## src/hdl/cpu_consts.svh

```systemverilog
`ifndef CPU_CONSTS_SVH
`define CPU_CONSTS_SVH

// datapath widths
`define XLEN        32              // data word
`define PC_W        26              // program counter, also the j/jal field
`define IMM_W       16              // I-type immediate field

// register file
`define REG_N       32              // r0 reads as zero
`define REG_AW      5
`define LINK_REG    5'd31           // jal return address

// data memory, addresses wrap at the depth
`define DMEM_AW     8
`define DMEM_DEPTH  (1 << `DMEM_AW)

// boot program and ports
`define BIOS_SIZE   71              // words in the ROM
`define OUT_PORT_W  16

`endif

```

## src/hdl/cpu_pkg.sv

```systemverilog
package cpu_pkg;

	// major opcode in instr[31:26]
	typedef enum logic [5:0] {
		op_rtype = 6'd0,
		op_addi  = 6'd1,
		op_subi  = 6'd2,
		op_mov   = 6'd14,
		op_lw    = 6'd15,
		op_li    = 6'd16,
		op_la    = 6'd17,
		op_sw    = 6'd18,
		op_in    = 6'd19,
		op_out   = 6'd20,
		op_jf    = 6'd21,   // jump if rs is zero
		op_j     = 6'd22,
		op_jal   = 6'd23,
		op_halt  = 6'd24
	} opcode_e;

	// R-type function in instr[5:0]
	typedef enum logic [5:0] {
		fn_add = 6'd0,
		fn_ne  = 6'd13,
		fn_lt  = 6'd14,
		fn_jr  = 6'd18
	} funct_e;

	typedef enum logic [2:0] {
		alu_add,
		alu_sub,
		alu_pass_b,
		alu_lt,             // signed, result is 0 or 1
		alu_ne
	} alu_op_e;

	typedef enum logic [2:0] {
		step_fetch,
		step_decode,
		step_exec,
		step_mem,
		step_halted
	} step_e;

endpackage

```

## src/hdl/step_seq.sv

```systemverilog
`timescale 1ns/1ps

module step_seq import cpu_pkg::*; (
	input  logic clk,
	input  logic rst,
	input  logic halt_seen,
	output logic fetch_en,
	output logic decode_en,
	output logic exec_en,
	output logic mem_en,
	output logic halted
);

	step_e state;
	step_e state_d;

	always_comb begin
		case (state)
			step_fetch:  state_d = step_decode;
			step_decode: state_d = step_exec;
			step_exec:   state_d = step_mem;
			step_mem:    state_d = halt_seen ? step_halted : step_fetch;
			default:     state_d = step_halted;  // parked until reset
		endcase
	end

	always_ff @(posedge clk) begin
		if (rst) begin
			state <= step_fetch;        // first fetch right after reset drops
		end else begin
			state <= state_d;
		end
	end

	assign fetch_en  = (state == step_fetch);
	assign decode_en = (state == step_decode);
	assign exec_en   = (state == step_exec);
	assign mem_en    = (state == step_mem);
	assign halted    = (state == step_halted);

endmodule

```

## config.mk

```make
export PLATFORM = sky130hd
export DESIGN_NAME = step_seq
export DESIGN_NICKNAME = d
export VERILOG_FILES = /design/src/hdl/cpu_consts.svh /design/src/hdl/cpu_pkg.sv /design/src/hdl/step_seq.sv
export SDC_FILE = /design/constraint.sdc
export NUM_CORES = 1
export LEC_CHECK = 0
export ABC_AREA = 1
export BUFFER_PORTS_ARGS = -buffer_cell sky130_fd_sc_hd__buf_4
export CORE_AREA = 5 5 42 44
export CTS_CLUSTER_DIAMETER = 150
export DETAILED_ROUTE_END_ITERATION = 8
export DIE_AREA = 0 0 47 49
export PLACE_DENSITY = 0.3
export SLEW_MARGIN = 25
export SYNTH_ARGS = -nofsm -noshare
export SYNTH_HDL_FRONTEND = slang
export SYNTH_SLANG_ARGS = --single-unit
```

## constraint.sdc

```tcl
create_clock -name clk -period 2.3 [get_ports clk]
set_clock_uncertainty 0.05 [all_clocks]
set_input_delay 0 -clock clk [delete_from_list [all_inputs] [get_ports clk]]
set_output_delay 0 -clock clk [all_outputs]
set_load 0.05 [all_outputs]
```

==> run summary <==
Cells after Synth = 19
global-route wire length before repair = 641 um
routability cong. = 0.7202
startpoint types = flop
GRT Total Usage = 4.008%
Total Power = 0.0002061 W
DRT Wirelength = 371 um
Worst Path Max Fanout = 6
DRC viols = 0
Layout area overhead = 91.35%
worst-margin pin slew = 0.2040 ns
max reg flops = 3
I/O pin count = 8
Top Registers = state x3
dpl cells = 42
Area contributors post-synth = dfxtp_1 46%, inv_1 12%, nor2_1 12%, nand2_1 8.7%, nand3_1 7.7%
Pre-antenna DRT Iters = 4
CP required = 2.25 ns
IO Port Bufs = 7
die height = 49 um
Die ar. = 2303 um^2
via count = 168
WP data arrival = 1.05 ns
max_slew headroom = 86.38%
cell area after layout = 249.0 um^2
area share of the largest cell type after synthesis = 46.15%
worst skew pair latency = 0.23 ns
CTS sink count = 3
crit path kind = flop to primary output
synthesized net count = 22
post-CTS setup buffer count = 0
CP Launch Point = state[1]$_SDFF_PP0_
number of synthesized register bits = 3
Top reg by flops = state
Post-Syn Area = 130.1 um^2
area of the multi-input gates = 55.05 um^2
final net count = 36
layout cell share with drive strength beyond 1 = 34.38%
Ys Warns = 0
Finished Layout Cells = 48
status = finished, final reports clean
FF-to-FF setup slack = 1.50 ns
Sequential cell area = 60.06 um^2
drt wl/cell = 7.729 um
core area = 1401 um^2
Leak Pwr = 0.1279 nW
CTS Buf Count = 3
Synth cell types = 8
Setup WS post-layout = 1.198 ns
Slew Limit Fails = 0
# rows = 14
Worst setup endpoint = exec_en
cell depth of the worst flop-to-flop path = 3
Seq/Total Area, Yosys = 46.15%
CTS root buf = clkbuf_4
CTS tree = built
antenna cells = 0
Peak supply drop = 0.0002500 V
Starting DRT DRC Count = 3
TNS Setup = 0 ns
vias per cell = 3.500
RR Endpoint = state[1]$_SDFF_PP0_
Clock Tree Buf Depth = 2
Overflow after GRT = 0
initial antenna violation count = 0
Tmin final = 1.102 ns
initial core utilization = 9.286%
largest net degree at the start of global routing = 7
final hold violations = 0
Worst R2R Start = state[1]$_SDFF_PP0_
hold crit path type = input pin to flop
vias in the first global route = 168
Clk pin slew, worst setup/hold paths = 0.04 ns
fmax = 907.5 MHz
placement-stage cell area = 202.7 um^2
CTS HTree Levels = 1
Syn Area/Cell = 6.849 um^2
Max-cap violations = 0
Post-DRT Antenna Nets = 0
Yosys top cell by area = dfxtp_1
die width = 47 um
RSZ-0062 raised after global routing = false
post-place setup slack = 1.443 ns
fill count = 172
final setup fails = 0
Critical Path End Type = primary output
Final Cycle Share = 47.91%
pwr dens = 827.6 nW/um^2
==> cells by family after synthesis <==
kind of cell	synth area share, %
compound gates	10.57
simple gates	31.72
buf+inv	11.54
flops	46.16
==> critical path, cell delays in order (launching register included) <==
cell	delay, ns
dfxtp_1	0.42
nand3_1	0.14
inv_1	0.07
buf_4	0.19
==> layout by cell type (no fill, tap or decap) <==
master,synthesis,routed
nor2_1,4,4
inv_1,4,4
a21oi_1,1,1
dfxtp_1,3,3
nor3_1,1,1
nand2_1,3,3
dlygate4sd3_1,0,2
a21oi_2,1,1
nand3_1,2,2
clkbuf_4,0,3
clkbuf_1,0,1
buf_4,0,7
==> synthesized netlist by cell type <==
library cell  n
nor2_1        4
a21oi_2       1
nor3_1        1
a21oi_1       1
dfxtp_1       3
nand2_1       3
nand3_1       2
inv_1         4
==> how the worst min path moves through the flow <==
stage | startpoint | endpoint | slack, ns | depth (start not counted)
after floorplan | rst | state[1]$_SDFF_PP0_ | 0.01 | 1
after global placement | rst | state[1]$_SDFF_PP0_ | 0.13 | 2
after detailed placement | rst | state[1]$_SDFF_PP0_ | 0.13 | 2
after CTS | rst | state[1]$_SDFF_PP0_ | 0.43 | 3
after global routing | rst | state[1]$_SDFF_PP0_ | 0.47 | 3
final | rst | state[1]$_SDFF_PP0_ | 0.43 | 3
==> area by class of cell <==
| class | instances | area share (%) |
|---|---|---|
| Clock buffer | 4 | 10.55 |
| Inverter | 4 | 6.030 |
| Multi-Input combinational cell | 12 | 22.11 |
| Sequential cell | 3 | 24.12 |
| Tap cell | 16 | 8.040 |
| Timing Repair Buffer | 9 | 29.15 |
==> metrics by stage <==
step / hold WS (ns) / utilization (%)
2_1_floorplan: 0.01244 / -
3_3_place_gp: 0.1334 / 14.46
3_5_place_dp: 0.1306 / 14.46
4_1_cts: 0.4258 / 17.77
5_1_grt: 0.4672 / 17.77
6_report: 0.4338 / 17.77
==> per-layer routing <==
metal	share of wire, %	vias up	GRT usage (%)	routed length (um)
met1	46	77	4.595	172
met3	8.4	0	2.214	31
li1	-	83	-	-
met5	0	-	0	0
met2	45	8	4.751	167
met4	0	0	4.147	0
==> timing repair <==
item,CTS,global route
resized for setup,0,0
hold buffers,2,0
endpoints found under the hold margin,3,0
endpoints found under the setup margin,0,0
==> report_power, final <==
| group | switching [W] | total [W] | internal (W) | leakage, nW |
|---|---|---|---|---|
| registers | 0.00000483 | 0.0000609 | 0.0000561 | 0.0247 |
| clock network | 0.0000266 | 0.0000916 | 0.0000650 | 0.0150 |
| logic | 0.0000360 | 0.0000535 | 0.0000175 | 0.0881 |
Note: power is estimated with default switching activity, not from simulation.
