### src/hdl/cpu_consts.svh
`ifndef CPU_CONSTS_SVH
`define CPU_CONSTS_SVH

// datapath widths
`define XLEN        32              // data word
`define PC_W        26              // program counter, also the j/jal field
`define IMM_W       16              // I-type immediate field

// register file
`define REG_N       32              // r0 reads as zero
`define REG_AW      5
`define LINK_REG    5'd31           // jal return address

// data memory, addresses wrap at the depth
`define DMEM_AW     8
`define DMEM_DEPTH  (1 << `DMEM_AW)

// boot program and ports
`define BIOS_SIZE   71              // words in the ROM
`define OUT_PORT_W  16

`endif

### src/hdl/cpu_pkg.sv
package cpu_pkg;

	// major opcode in instr[31:26]
	typedef enum logic [5:0] {
		op_rtype = 6'd0,
		op_addi  = 6'd1,
		op_subi  = 6'd2,
		op_mov   = 6'd14,
		op_lw    = 6'd15,
		op_li    = 6'd16,
		op_la    = 6'd17,
		op_sw    = 6'd18,
		op_in    = 6'd19,
		op_out   = 6'd20,
		op_jf    = 6'd21,   // jump if rs is zero
		op_j     = 6'd22,
		op_jal   = 6'd23,
		op_halt  = 6'd24
	} opcode_e;

	// R-type function in instr[5:0]
	typedef enum logic [5:0] {
		fn_add = 6'd0,
		fn_ne  = 6'd13,
		fn_lt  = 6'd14,
		fn_jr  = 6'd18
	} funct_e;

	typedef enum logic [2:0] {
		alu_add,
		alu_sub,
		alu_pass_b,
		alu_lt,             // signed, result is 0 or 1
		alu_ne
	} alu_op_e;

	typedef enum logic [2:0] {
		step_fetch,
		step_decode,
		step_exec,
		step_mem,
		step_halted
	} step_e;

endpackage

### src/hdl/execute_stage.sv
`timescale 1ns/1ps
`include "cpu_consts.svh"

module execute_stage import cpu_pkg::*; (
	input  logic             clk,
	input  logic             rst,
	input  logic             exec_en,
	input  opcode_e          op,
	input  alu_op_e          alu_op,
	input  logic [`XLEN-1:0] rs_val,
	input  logic [`XLEN-1:0] rt_val,
	input  logic [`XLEN-1:0] imm_sext,
	input  logic [`PC_W-1:0] jaddr,
	input  logic [`PC_W-1:0] pc_plus1,
	output logic [`XLEN-1:0] result,
	output logic [`XLEN-1:0] store_val,
	output logic             take_jump,
	output logic [`PC_W-1:0] jump_target
);

	logic [`XLEN-1:0] opnd_b;
	logic [`XLEN-1:0] alu_y;
	logic [`XLEN-1:0] res_d;
	logic             jump_d;
	logic [`PC_W-1:0] target_d;

	always_comb begin
		case (op)
			op_rtype: opnd_b = rt_val;
			op_mov:   opnd_b = '0;          // plain copy of rs
			default:  opnd_b = imm_sext;
		endcase
	end

	always_comb begin
		case (alu_op)
			alu_add:    alu_y = rs_val + opnd_b;    // also lw/sw/la address
			alu_sub:    alu_y = rs_val - opnd_b;
			alu_pass_b: alu_y = opnd_b;
			alu_lt:     alu_y = {{(`XLEN-1){1'b0}}, $signed(rs_val) < $signed(opnd_b)};
			alu_ne:     alu_y = {{(`XLEN-1){1'b0}}, rs_val != opnd_b};
			default:    alu_y = '0;
		endcase
	end

	assign res_d = (op == op_jal) ? {{(`XLEN-`PC_W){1'b0}}, pc_plus1} : alu_y;

	always_comb begin
		jump_d   = 1'b0;
		target_d = jaddr;
		case (op)
			op_jf: begin
				jump_d   = (rs_val == '0);
				target_d = imm_sext[`PC_W-1:0];   // absolute word address
			end
			op_j, op_jal: jump_d = 1'b1;
			default: ;
		endcase
	end

	always_ff @(posedge clk) begin
		if (rst) begin
			take_jump <= 1'b0;
		end else if (exec_en) begin
			take_jump <= jump_d;
		end
	end

	always_ff @(posedge clk) begin
		if (exec_en) begin
			result      <= res_d;
			store_val   <= rt_val;
			jump_target <= target_d;
		end
	end

endmodule

### config.mk
export PLATFORM = sky130hd
export DESIGN_NAME = execute_stage
export DESIGN_NICKNAME = d
export VERILOG_FILES = /design/src/hdl/cpu_pkg.sv /design/src/hdl/execute_stage.sv
export VERILOG_INCLUDE_DIRS = /design/src /design/src/hdl
export SDC_FILE = /design/constraint.sdc
export NUM_CORES = 1
export LEC_CHECK = 0
export BUFFER_PORTS_ARGS = -buffer_cell sky130_fd_sc_hd__buf_2
export CORE_ASPECT_RATIO = 0.7
export CORE_MARGIN = 2
export CORE_UTILIZATION = 47
export CTS_BUF_LIST = sky130_fd_sc_hd__clkbuf_4 sky130_fd_sc_hd__clkbuf_8 sky130_fd_sc_hd__clkbuf_16
export DETAILED_ROUTE_END_ITERATION = 10
export HOLD_SLACK_MARGIN = 0.1
export PLACE_DENSITY = 0.89
export SYNTH_ARGS = -nofsm -noshare
export SYNTH_HDL_FRONTEND = slang
export SYNTH_SLANG_ARGS = --single-unit
### constraint.sdc
create_clock -name clk -period 4.4 [get_ports clk]
set_input_delay 0.44 -clock clk [delete_from_list [all_inputs] [get_ports clk]]
set_output_delay 0.44 -clock clk [all_outputs]
set_load 0.01 [all_outputs]
==> results.yml <==
floorplanning:
  core_mm2: 0.0162
  io_pins: 251
  dieHeight_um: 112
  dieArea_mm2: 0.0176
  die_x_um: 158
  rows: 39
  start_util_pct: 47.9
placed_design:
  gp_congestion: 1.10
  port_buffers: 250
  place_ws_ps: -267
  post_dp_cell_area_mm2: 0.0101
  dp.final_hpwl_mm: 27.2
  dp_cells: 1406
clock_tree:
  cts_max_level: 3
  clock_latency_ps: 340
  clk_pin_slew_ps: 70
  cts-buffers-inserted: 9
  cts-root-buf: "clkbuf_16"
  clockBufferDepth: 2
  cts_sinks: 91
  cts_tree: "done"
  postCtsSetupRepairBufs: 0
global_route:
  grt_overflow_total: 0
  grt_antenna_before_repair: 1
  grt_max_degree: 65
  grt_usage_pct: 36.9
  grt_pass1_vias: 8122
  grt_pass1_wl_mm: 48.4
critical_path:
  crit_slowest_cell: "or3_1"
  cp.buffers_inverters: 4
  crit_path_start: "op[0]"
  r2r_start: "take_jump$_SDFFE_PP0P_"
  cpPeakStageDelay_ps: 420
  crit_family: "compound AO/OA/AOI/OAI gates"
  path_max_fanout: 23
  crit_path_end_kind: "flop"
  cp_cell_sequence: "buf_2, or3_1, a21o_1, buf_12, a22oi_2, inv_1, ha_1, nor2b_2, o211ai_1, a21oi_2, a221oi_2, buf_4, a21oi_1, o311a_1, a311oi_1, xor2_1, o21ai_0"
  worstPathArrival_ps: 4370
  critPathKind: "in -> reg"
  required_ps: 4480
  start_kind: "input port"
logic_synthesis:
  yosysSeqAreaShare_pct: 35.0
  synth_top_family_by_area: "compound AO/OA/AOI/OAI gates"
  synth_compound_area_share_pct: 26.8
  synthSimpleGateAreaFrac_pct: 14.7
  synthArstFlopShare_pct: 0
  ys.flop_type: "edfxtp_1"
  syn_nets: 1079
  avgSynthCellArea_um2: 9.13
  synth_cell_type_count: 74
  synth-seq-cells: 91
  synth-xor-area-share_pct: 2.48
  synth-edff-count: 90
  netlist_area_mm2: 0.00778
  synth_fa_ha_area_share_pct: 11.0
  synth_warnings: 0
  yosys-mux-area-fraction_pct: 4.53
  netlist_instances: 852
cells_and_area:
  nNetsFinal: 1419
  fin_cells: 1422
  antenna_cells: 0
  fin_area_mm2: 0.0104
  layout-drive-gt1-share_pct: 37.0
  area_delta_synth_final_pct: 33.8
hold_path:
  hp-class: "in -> reg"
  hold_start: "rst"
power:
  ir_drop_v: 0.000194
  power_density_mw_per_mm2: 283
  power.leakage_nw: 4.80
timing:
  fmax_mhz: 233
  hold_violations: 0
  finalCritPeriodShare_pct: 97.6
  fin_crit_ps: 4290
  slew_headroom_pct: 27.2
  fin_ws_ps: 108
  slew_viol_final: 0
  setup_violations: 0
  fin_skew_ps: 0
  worstMarginPinSlew_ps: 1090
  grt_setup_unrepaired: "false"
  hold_ws_ps: 241
  fin_tns_setup_ps: 0
drt:
  routed_wl_mm: 33.3
  wl_per_cell_um: 23.4
  drtPass1Iterations: 6
  drtAntennaViolNets: 0
  vias: 8864
  drcViolationCount: 0
  dr.first_iter.drc_count: 1460
  avgViaCountPerCell: 6.23
job:
  max-cap-violations: 0
run_status:
  status: "completed"
through the flow:
stage                     total power [W]  util [%]
final                             0.00295      64.1
after global routing              0.00305      64.1
after CTS                         0.00290      63.9
after detailed placement          0.00214      62.1
after global placement            0.00213      62.1
after floorplan                   0.00164         -
metal layers:
layer	global-route usage, %	part of all wire (%)	wire length (um)	vias up
met4	10.2	2.9	969	2
met2	50.5	40	13300	703
li1	-	-	-	3924
met3	14.6	16	5280	81
met1	53.6	41	13700	4154
met5	0	0.036	12	-
path summary, 6_finish.rpt:
| path | to | slack [ps] | depth (start not counted) |
|---|---|---|---|
| worst max-delay path | result[18]$_DFFE_PP_ | 110 | 17 |
| worst min-delay path | take_jump$_SDFFE_PP0P_ | 240 | 2 |
| worst max register to register | take_jump$_SDFFE_PP0P_ | 3810 | 2 |
| worst min register to register | take_jump$_SDFFE_PP0P_ | 500 | 2 |
synthesized netlist by cell type (7+ instances only):
master	number	share of area, %
a22oi_1	32	3.1
a31oi_1	13	1.0
o22ai_1	12	0.96
a21oi_1	69	4.4
a211oi_1	9	0.87
a21o_1	17	1.6
nor2_1	67	3.2
edfxtp_1	90	35
nor3_1	27	1.7
nor4_1	8	0.64
clkbuf_1	35	1.7
xnor2_1	19	2.1
o221ai_1	8	0.90
ha_1	65	10
a22o_1	24	2.7
nand4_1	9	0.72
o21bai_1	13	1.3
nand3_1	20	1.3
nand2_1	52	2.5
mux2_2	26	3.8
nor2b_1	9	0.72
nand2b_1	7	0.56
o21ai_0	37	2.4
inv_1	64	3.1
o211ai_1	11	1.1
sequential cells by signal, indices dropped and copies added (netlist names):
| name | flops |
|---|---|
| take_jump | 1 |
| result | 32 |
| jump_target | 26 |
| store_val | 32 |
cell usage in the layout (no fill, tap or decap), types with 6 or more instances in the layout:
cell type and n:
and3_1 6, a21oi_1 68, nand2_1 52, a21o_1 17, inv_1 64, a211oi_1 8, a22o_1 24, o22ai_1 12
buf_4 122, nor2b_1 8, o21ai_0 36, mux2_2 26, nand4_1 9, buf_2 249, nor3_1 27, o21bai_1 13
mux2i_1 6, ha_1 65, a31oi_1 13, o211ai_1 11, nor2_1 66, nand2b_1 7, nand3_1 20, a22oi_1 31
o21a_1 6, o221ai_1 8, edfxtp_1 90, or3_1 6, xnor2_1 19, clkbuf_16 9, nor4_1 8
report_power, final:
part           switching, W  internal (W)
Sequential        0.0000226       0.00104
Clock              0.000369      0.000399
Combinational      0.000647      0.000467
Total               0.00104       0.00191
timing repair:
action	CTS	global route
gates resized for setup	0	6
endpoints found under the setup margin	0	6
hold buffers	0	0
hold endpoints to repair	0	0
kinds of logic after synthesis:
| logic type | after synthesis |
|---|---|
| adders and majority gates | 67 |
| DFF | 91 |
| buffers and inverters | 109 |
| muxes | 32 |
| and+or+nand+nor | 232 |
| xor gates and xnor gates | 22 |
| AOI/OAI and AO/OA | 299 |
layout make-up:
type                       count  area, um^2
tap                          225         282
clock buffer                   9         225
inverter                      64         240
clock inverter                 7        68.8
multi-input combinational    652        4650
sequential                    91        2720
timing repair buffer         374        2220
fill                        1340        5840
No activity file was read; power rests on OpenSTA's default activity.
