--- config.mk ---
export PLATFORM = sky130hd
export DESIGN_NAME = decode_stage
export DESIGN_NICKNAME = d
export VERILOG_FILES = /design/src/hdl/cpu_pkg.sv /design/src/hdl/decode_stage.sv
export VERILOG_INCLUDE_DIRS = /design/src /design/src/hdl
export SDC_FILE = /design/constraint.sdc
export NUM_CORES = 2
export LEC_CHECK = 0
export BUFFER_PORTS_ARGS = -buffer_cell sky130_fd_sc_hd__buf_4
export CAP_MARGIN = 40
export CELL_PAD_IN_SITES_DETAIL_PLACEMENT = 0
export CELL_PAD_IN_SITES_GLOBAL_PLACEMENT = 2
export CORE_MARGIN = 1
export CORE_UTILIZATION = 45
export DETAILED_ROUTE_END_ITERATION = 16
export PLACE_DENSITY = 0.9
export SKIP_LAST_GASP = 1
export SYNTH_ARGS = -nofsm -noshare
export SYNTH_HDL_FRONTEND = slang
export SYNTH_SLANG_ARGS = --single-unit
--- constraint.sdc ---
create_clock -name clk -period 3.72 [get_ports clk]
set_clock_uncertainty 0.1 [all_clocks]
set_input_delay 0.186 -clock clk [delete_from_list [all_inputs] [get_ports clk]]
set_output_delay 0.186 -clock clk [all_outputs]
set_load 0.02 [all_outputs]
--- src/hdl/cpu_consts.svh ---
`ifndef CPU_CONSTS_SVH
`define CPU_CONSTS_SVH

// datapath widths
`define XLEN        32              // data word
`define PC_W        26              // program counter, also the j/jal field
`define IMM_W       16              // I-type immediate field

// register file
`define REG_N       32              // r0 reads as zero
`define REG_AW      5
`define LINK_REG    5'd31           // jal return address

// data memory, addresses wrap at the depth
`define DMEM_AW     8
`define DMEM_DEPTH  (1 << `DMEM_AW)

// boot program and ports
`define BIOS_SIZE   71              // words in the ROM
`define OUT_PORT_W  16

`endif

--- src/hdl/cpu_pkg.sv ---
package cpu_pkg;

	// major opcode in instr[31:26]
	typedef enum logic [5:0] {
		op_rtype = 6'd0,
		op_addi  = 6'd1,
		op_subi  = 6'd2,
		op_mov   = 6'd14,
		op_lw    = 6'd15,
		op_li    = 6'd16,
		op_la    = 6'd17,
		op_sw    = 6'd18,
		op_in    = 6'd19,
		op_out   = 6'd20,
		op_jf    = 6'd21,   // jump if rs is zero
		op_j     = 6'd22,
		op_jal   = 6'd23,
		op_halt  = 6'd24
	} opcode_e;

	// R-type function in instr[5:0]
	typedef enum logic [5:0] {
		fn_add = 6'd0,
		fn_ne  = 6'd13,
		fn_lt  = 6'd14,
		fn_jr  = 6'd18
	} funct_e;

	typedef enum logic [2:0] {
		alu_add,
		alu_sub,
		alu_pass_b,
		alu_lt,             // signed, result is 0 or 1
		alu_ne
	} alu_op_e;

	typedef enum logic [2:0] {
		step_fetch,
		step_decode,
		step_exec,
		step_mem,
		step_halted
	} step_e;

endpackage

--- src/hdl/decode_stage.sv ---
`timescale 1ns/1ps
`include "cpu_consts.svh"

module decode_stage import cpu_pkg::*; (
	input  logic               clk,
	input  logic               rst,
	input  logic               decode_en,
	input  logic [`XLEN-1:0]   instr_q,
	input  logic               wb_en,
	input  logic [`REG_AW-1:0] wb_addr,
	input  logic [`XLEN-1:0]   wb_data,
	output opcode_e            op,
	output alu_op_e            alu_op,
	output logic [`XLEN-1:0]   rs_val,
	output logic [`XLEN-1:0]   rt_val,
	output logic [`XLEN-1:0]   imm_sext,
	output logic [`PC_W-1:0]   jaddr,
	output logic [`REG_AW-1:0] dest,
	output logic               writes_reg
);

	logic [`XLEN-1:0]   regs [`REG_N];
	logic [5:0]         opc;
	logic [5:0]         fn;
	logic [`REG_AW-1:0] rs;
	logic [`REG_AW-1:0] rt;
	logic [`REG_AW-1:0] rd;
	logic [`IMM_W-1:0]  imm;
	logic [`XLEN-1:0]   rs_rd;
	logic [`XLEN-1:0]   rt_rd;
	opcode_e            op_d;
	alu_op_e            alu_d;
	logic               wr_d;
	logic [`REG_AW-1:0] dest_d;
	logic [`PC_W-1:0]   jaddr_d;

	assign opc = instr_q[31:26];
	assign rs  = instr_q[25:21];
	assign rt  = instr_q[20:16];
	assign rd  = instr_q[15:11];        // R-type only
	assign fn  = instr_q[5:0];
	assign imm = instr_q[`IMM_W-1:0];

	assign rs_rd = (rs == '0) ? '0 : regs[rs];
	assign rt_rd = (rt == '0) ? '0 : regs[rt];

	// register file, written back in the memory step
	always_ff @(posedge clk) begin
		if (rst) begin
			for (int i = 0; i < `REG_N; i++) begin
				regs[i] <= '0;
			end
		end else if (wb_en && wb_addr != '0) begin
			regs[wb_addr] <= wb_data;
		end
	end

	always_comb begin
		op_d    = opcode_e'(opc);
		alu_d   = alu_add;
		wr_d    = 1'b0;
		dest_d  = rt;                       // I-type destination
		jaddr_d = instr_q[`PC_W-1:0];
		case (opc)
			op_rtype: begin
				dest_d = rd;
				wr_d   = 1'b1;
				case (fn)
					fn_add: alu_d = alu_add;
					fn_lt:  alu_d = alu_lt;
					fn_ne:  alu_d = alu_ne;
					fn_jr: begin                // becomes j with the target from rs
						op_d    = op_j;
						wr_d    = 1'b0;
						jaddr_d = rs_rd[`PC_W-1:0];
					end
					default: wr_d = 1'b0;
				endcase
			end
			op_addi, op_mov, op_lw, op_la: wr_d = 1'b1;
			op_subi: begin
				alu_d = alu_sub;
				wr_d  = 1'b1;
			end
			op_li, op_in: begin
				alu_d = alu_pass_b;
				wr_d  = 1'b1;
			end
			op_out, op_jf: alu_d = alu_pass_b;  // immediate carried in the result
			op_jal: begin
				dest_d = `LINK_REG;
				wr_d   = 1'b1;
			end
			op_sw, op_j, op_halt: ;
			default: op_d = op_halt;            // unknown opcode stops the core
		endcase
	end

	always_ff @(posedge clk) begin
		if (rst) begin
			op         <= op_rtype;
			alu_op     <= alu_add;
			writes_reg <= 1'b0;
		end else if (decode_en) begin
			op         <= op_d;
			alu_op     <= alu_d;
			writes_reg <= wr_d;
		end
	end

	always_ff @(posedge clk) begin
		if (decode_en) begin
			rs_val   <= rs_rd;
			rt_val   <= rt_rd;
			imm_sext <= {{(`XLEN-`IMM_W){imm[`IMM_W-1]}}, imm};
			jaddr    <= jaddr_d;
			dest     <= dest_d;
		end
	end

endmodule

==> out/qor.yml <==
clk_path_buf_depth: 3
final_util_pct: 52.2
yosys_warnings: 0
met1_length_um: 76400
start_util_pct: 45.5
synth_area_leaders: "edfxtp_1, mux4_2, and2_1"
total_power_mw: 31.0
antenna_left: 0
dr.first_iter.drc_count: 6325
rsz0062_at_grt: "no"
crit_top_cell: "buf_4"
groute.usage.overall_pct: 31.1
timing.rr.start: "regs[29][22]"
ys_types: 53
ios: 210
wl_met2_um: 91700
antenna_found_initial: 25
p_leak_nw: 24.2
synth_edf_count: 1135
finalWorstSetupSlack_ns: 0.851
ys_seq_elements: 1145
top_regs: "regs (1024), rs_val (32), rt_val (32)"
worstPathArrival_ns: 3.38
final_area_mm2: 0.0678
clk_latency_ns: 0.75
top_layer: "met5"
cpLargestDelayFamily: "simple AND/OR/NAND/NOR gates"
wl_per_cell_um: 34.8
cp_cell_sequence: "dlygate4sd3_1 -> buf_4 -> nand2b_2 -> buf_4 -> a211oi_1 -> nor4_1 -> mux2_2"
rows: 132
die_area_mm2: 0.133
h-tree-depth: 3
layout_common_cells: "edfxtp_1, and2_1, mux4_2"
async_flop_share_pct: 0
maxCapViolCount: 0
fillers: 10500
layout_commonest_cell: "edfxtp_1"
power.density_mw_per_mm2: 457
synth-seq-area-share_pct: 58.0
max_stage_delay_ns: 0.85
synth_area_leader_cell: "edfxtp_1"
gp_congestion: 0.874
hold_viol: 0
finalSetupTns_ns: 0
synth_cells: 3920
largest_reg_flops: 1024
totalWireLength_um: 207000
vias: 38700
slew_violations: 0
crit_required_ns: 4.23
tightest_slew_ns: 1.09
setup_viol_count_final: 0
min_period_ns: 2.87
cts_root_buf: "clkbuf_16"
crit_slowest_cell: "nor4_1"
area_growth_pct: 14.7
io_buffer_count: 209
crit_path_start_kind: "input port"
dpl_cell_area_mm2: 0.0634
routed-wl-met3_um: 28400
status: "finished, final reports clean"
clock_sinks: 1145
crit_path_end_kind: "flip-flop"
critPathLaunch: "instr_q[25]"
nets: 4184
hold_start: "instr_q[17]"
grt_max_degree: 88
grt-ovfl-total: 0
core_mm2: 0.130
dp.final_hpwl_um: 125000
cts_tree: "done"
vias_per_cell: 6.50
grt_pass1_wl_um: 285000
fin_crit_sh_pct: 77.1
worstPathMaxFanout: 16
syn-cell-area_mm2: 0.0591
dieHeight_um: 364
numCtsBuffers: 118
layout-drive-gt1-share_pct: 25.1
top_register: "regs"
synth_top_cell_area_share_pct: 57.7
irDropWorstVdd_mv: 0.392
dieWidth_um: 364
max_freq_mhz: 348
drc: 0
postSynthAreaPerCell_um2: 15.1
min_path_type: "in2reg"
clk_pin_slew_ns: 0.06
post-place-ws_ns: 0.705
relSlewSlack_pct: 26.5
first_pass_iters: 6
crit_buf_inv: 3
critPathKind: "in2reg"
grt_pass1_vias: 37900
synth_flop_cell: "edfxtp_1"
==> Yosys cell counts, types with 3 or more instances <==
cell	instances
and3_1	4
a221oi_1	5
a22oi_1	146
nand3_1	14
mux4_2	414
a22o_1	48
or2_2	32
clkbuf_1	280
o21ai_0	5
buf_2	74
nand2b_1	14
and2_1	995
nor2_1	67
buf_6	9
inv_1	3
nor2b_1	13
dfxtp_1	10
o22ai_1	21
nand2_1	22
edfxtp_1	1135
buf_4	42
nor3_1	5
mux2_2	7
or3_1	4
a211oi_1	9
a31oi_1	8
nor4_1	21
buf_1	14
a21oi_1	87
nand3b_1	5
mux2i_1	363
a311oi_1	5
a21boi_0	14
==> cell type report <==
class	instances	area (µm²)	area share (%)
Inverter	3	11.3	0.0166
Sequential cell	1145	34300	50.6
Tap cell	1742	2180	3.22
Clock inverter	77	584	0.862
Multi-Input combinational cell	2384	23300	34.4
Clock buffer	141	3100	4.58
Antenna cell	6	15.0	0.0221
Timing Repair Buffer	459	4290	6.33
==> kinds of logic after synthesis <==
| family | share of synthesized area [%] |
|---|---|
| other | 0.00634 |
| XOR/XNOR | 0.0148 |
| AO/OA/AOI/OAI | 4.25 |
| AND/OR/NAND/NOR | 12.4 |
| multiplexers | 22.1 |
| flip-flops | 58.0 |
| buffers and inverters | 3.22 |
==> metrics by stage <==
stage	hold WS, ns	std cells
finish	0.0570	5957
CTS	0.0302	5951
floorplan	0.185	3951
detailed placement	0.301	5667
global placement	0.299	5663
global route	0.0419	5953
==> what timing repair did <==
| action | 4_1_cts | 5_1_grt |
|---|---|---|
| endpoints found under the hold margin | 1084 | 0 |
| setup buffers | 0 | 0 |
| hold buffers | 66 | 0 |
| resized for setup | 0 | 0 |
==> worst register-to-register path: cells and delay by family, from the launching register on <==
family          cells  cell delay [ns]
mux                 2             0.45
simple gates        1             0.91
compound gates      2             0.37
flops               1             0.38
==> power breakdown <==
group	internal [mW]	switching (mW)
Combinational	1.66	2.29
Sequential	15.0	0.449
Clock	6.45	5.13
==> final timing paths <==
kind	depth (start not counted)	endpoint	slack, ns
worst min-delay path	3	jaddr[17]	0.06
worst max-delay path	7	jaddr[7]	0.85
worst min register to register	2	op[2]	0.38
worst max register to register	5	jaddr[22]	1.35
==> layer usage <==
layer / GRT usage, % / up-vias
met5: 0 / -
met4: 13.8 / 16
met3: 8.14 / 582
met2: 46.9 / 3088
met1: 42.3 / 19600
li1: - / 15400
(Power assumes the default switching activity.)
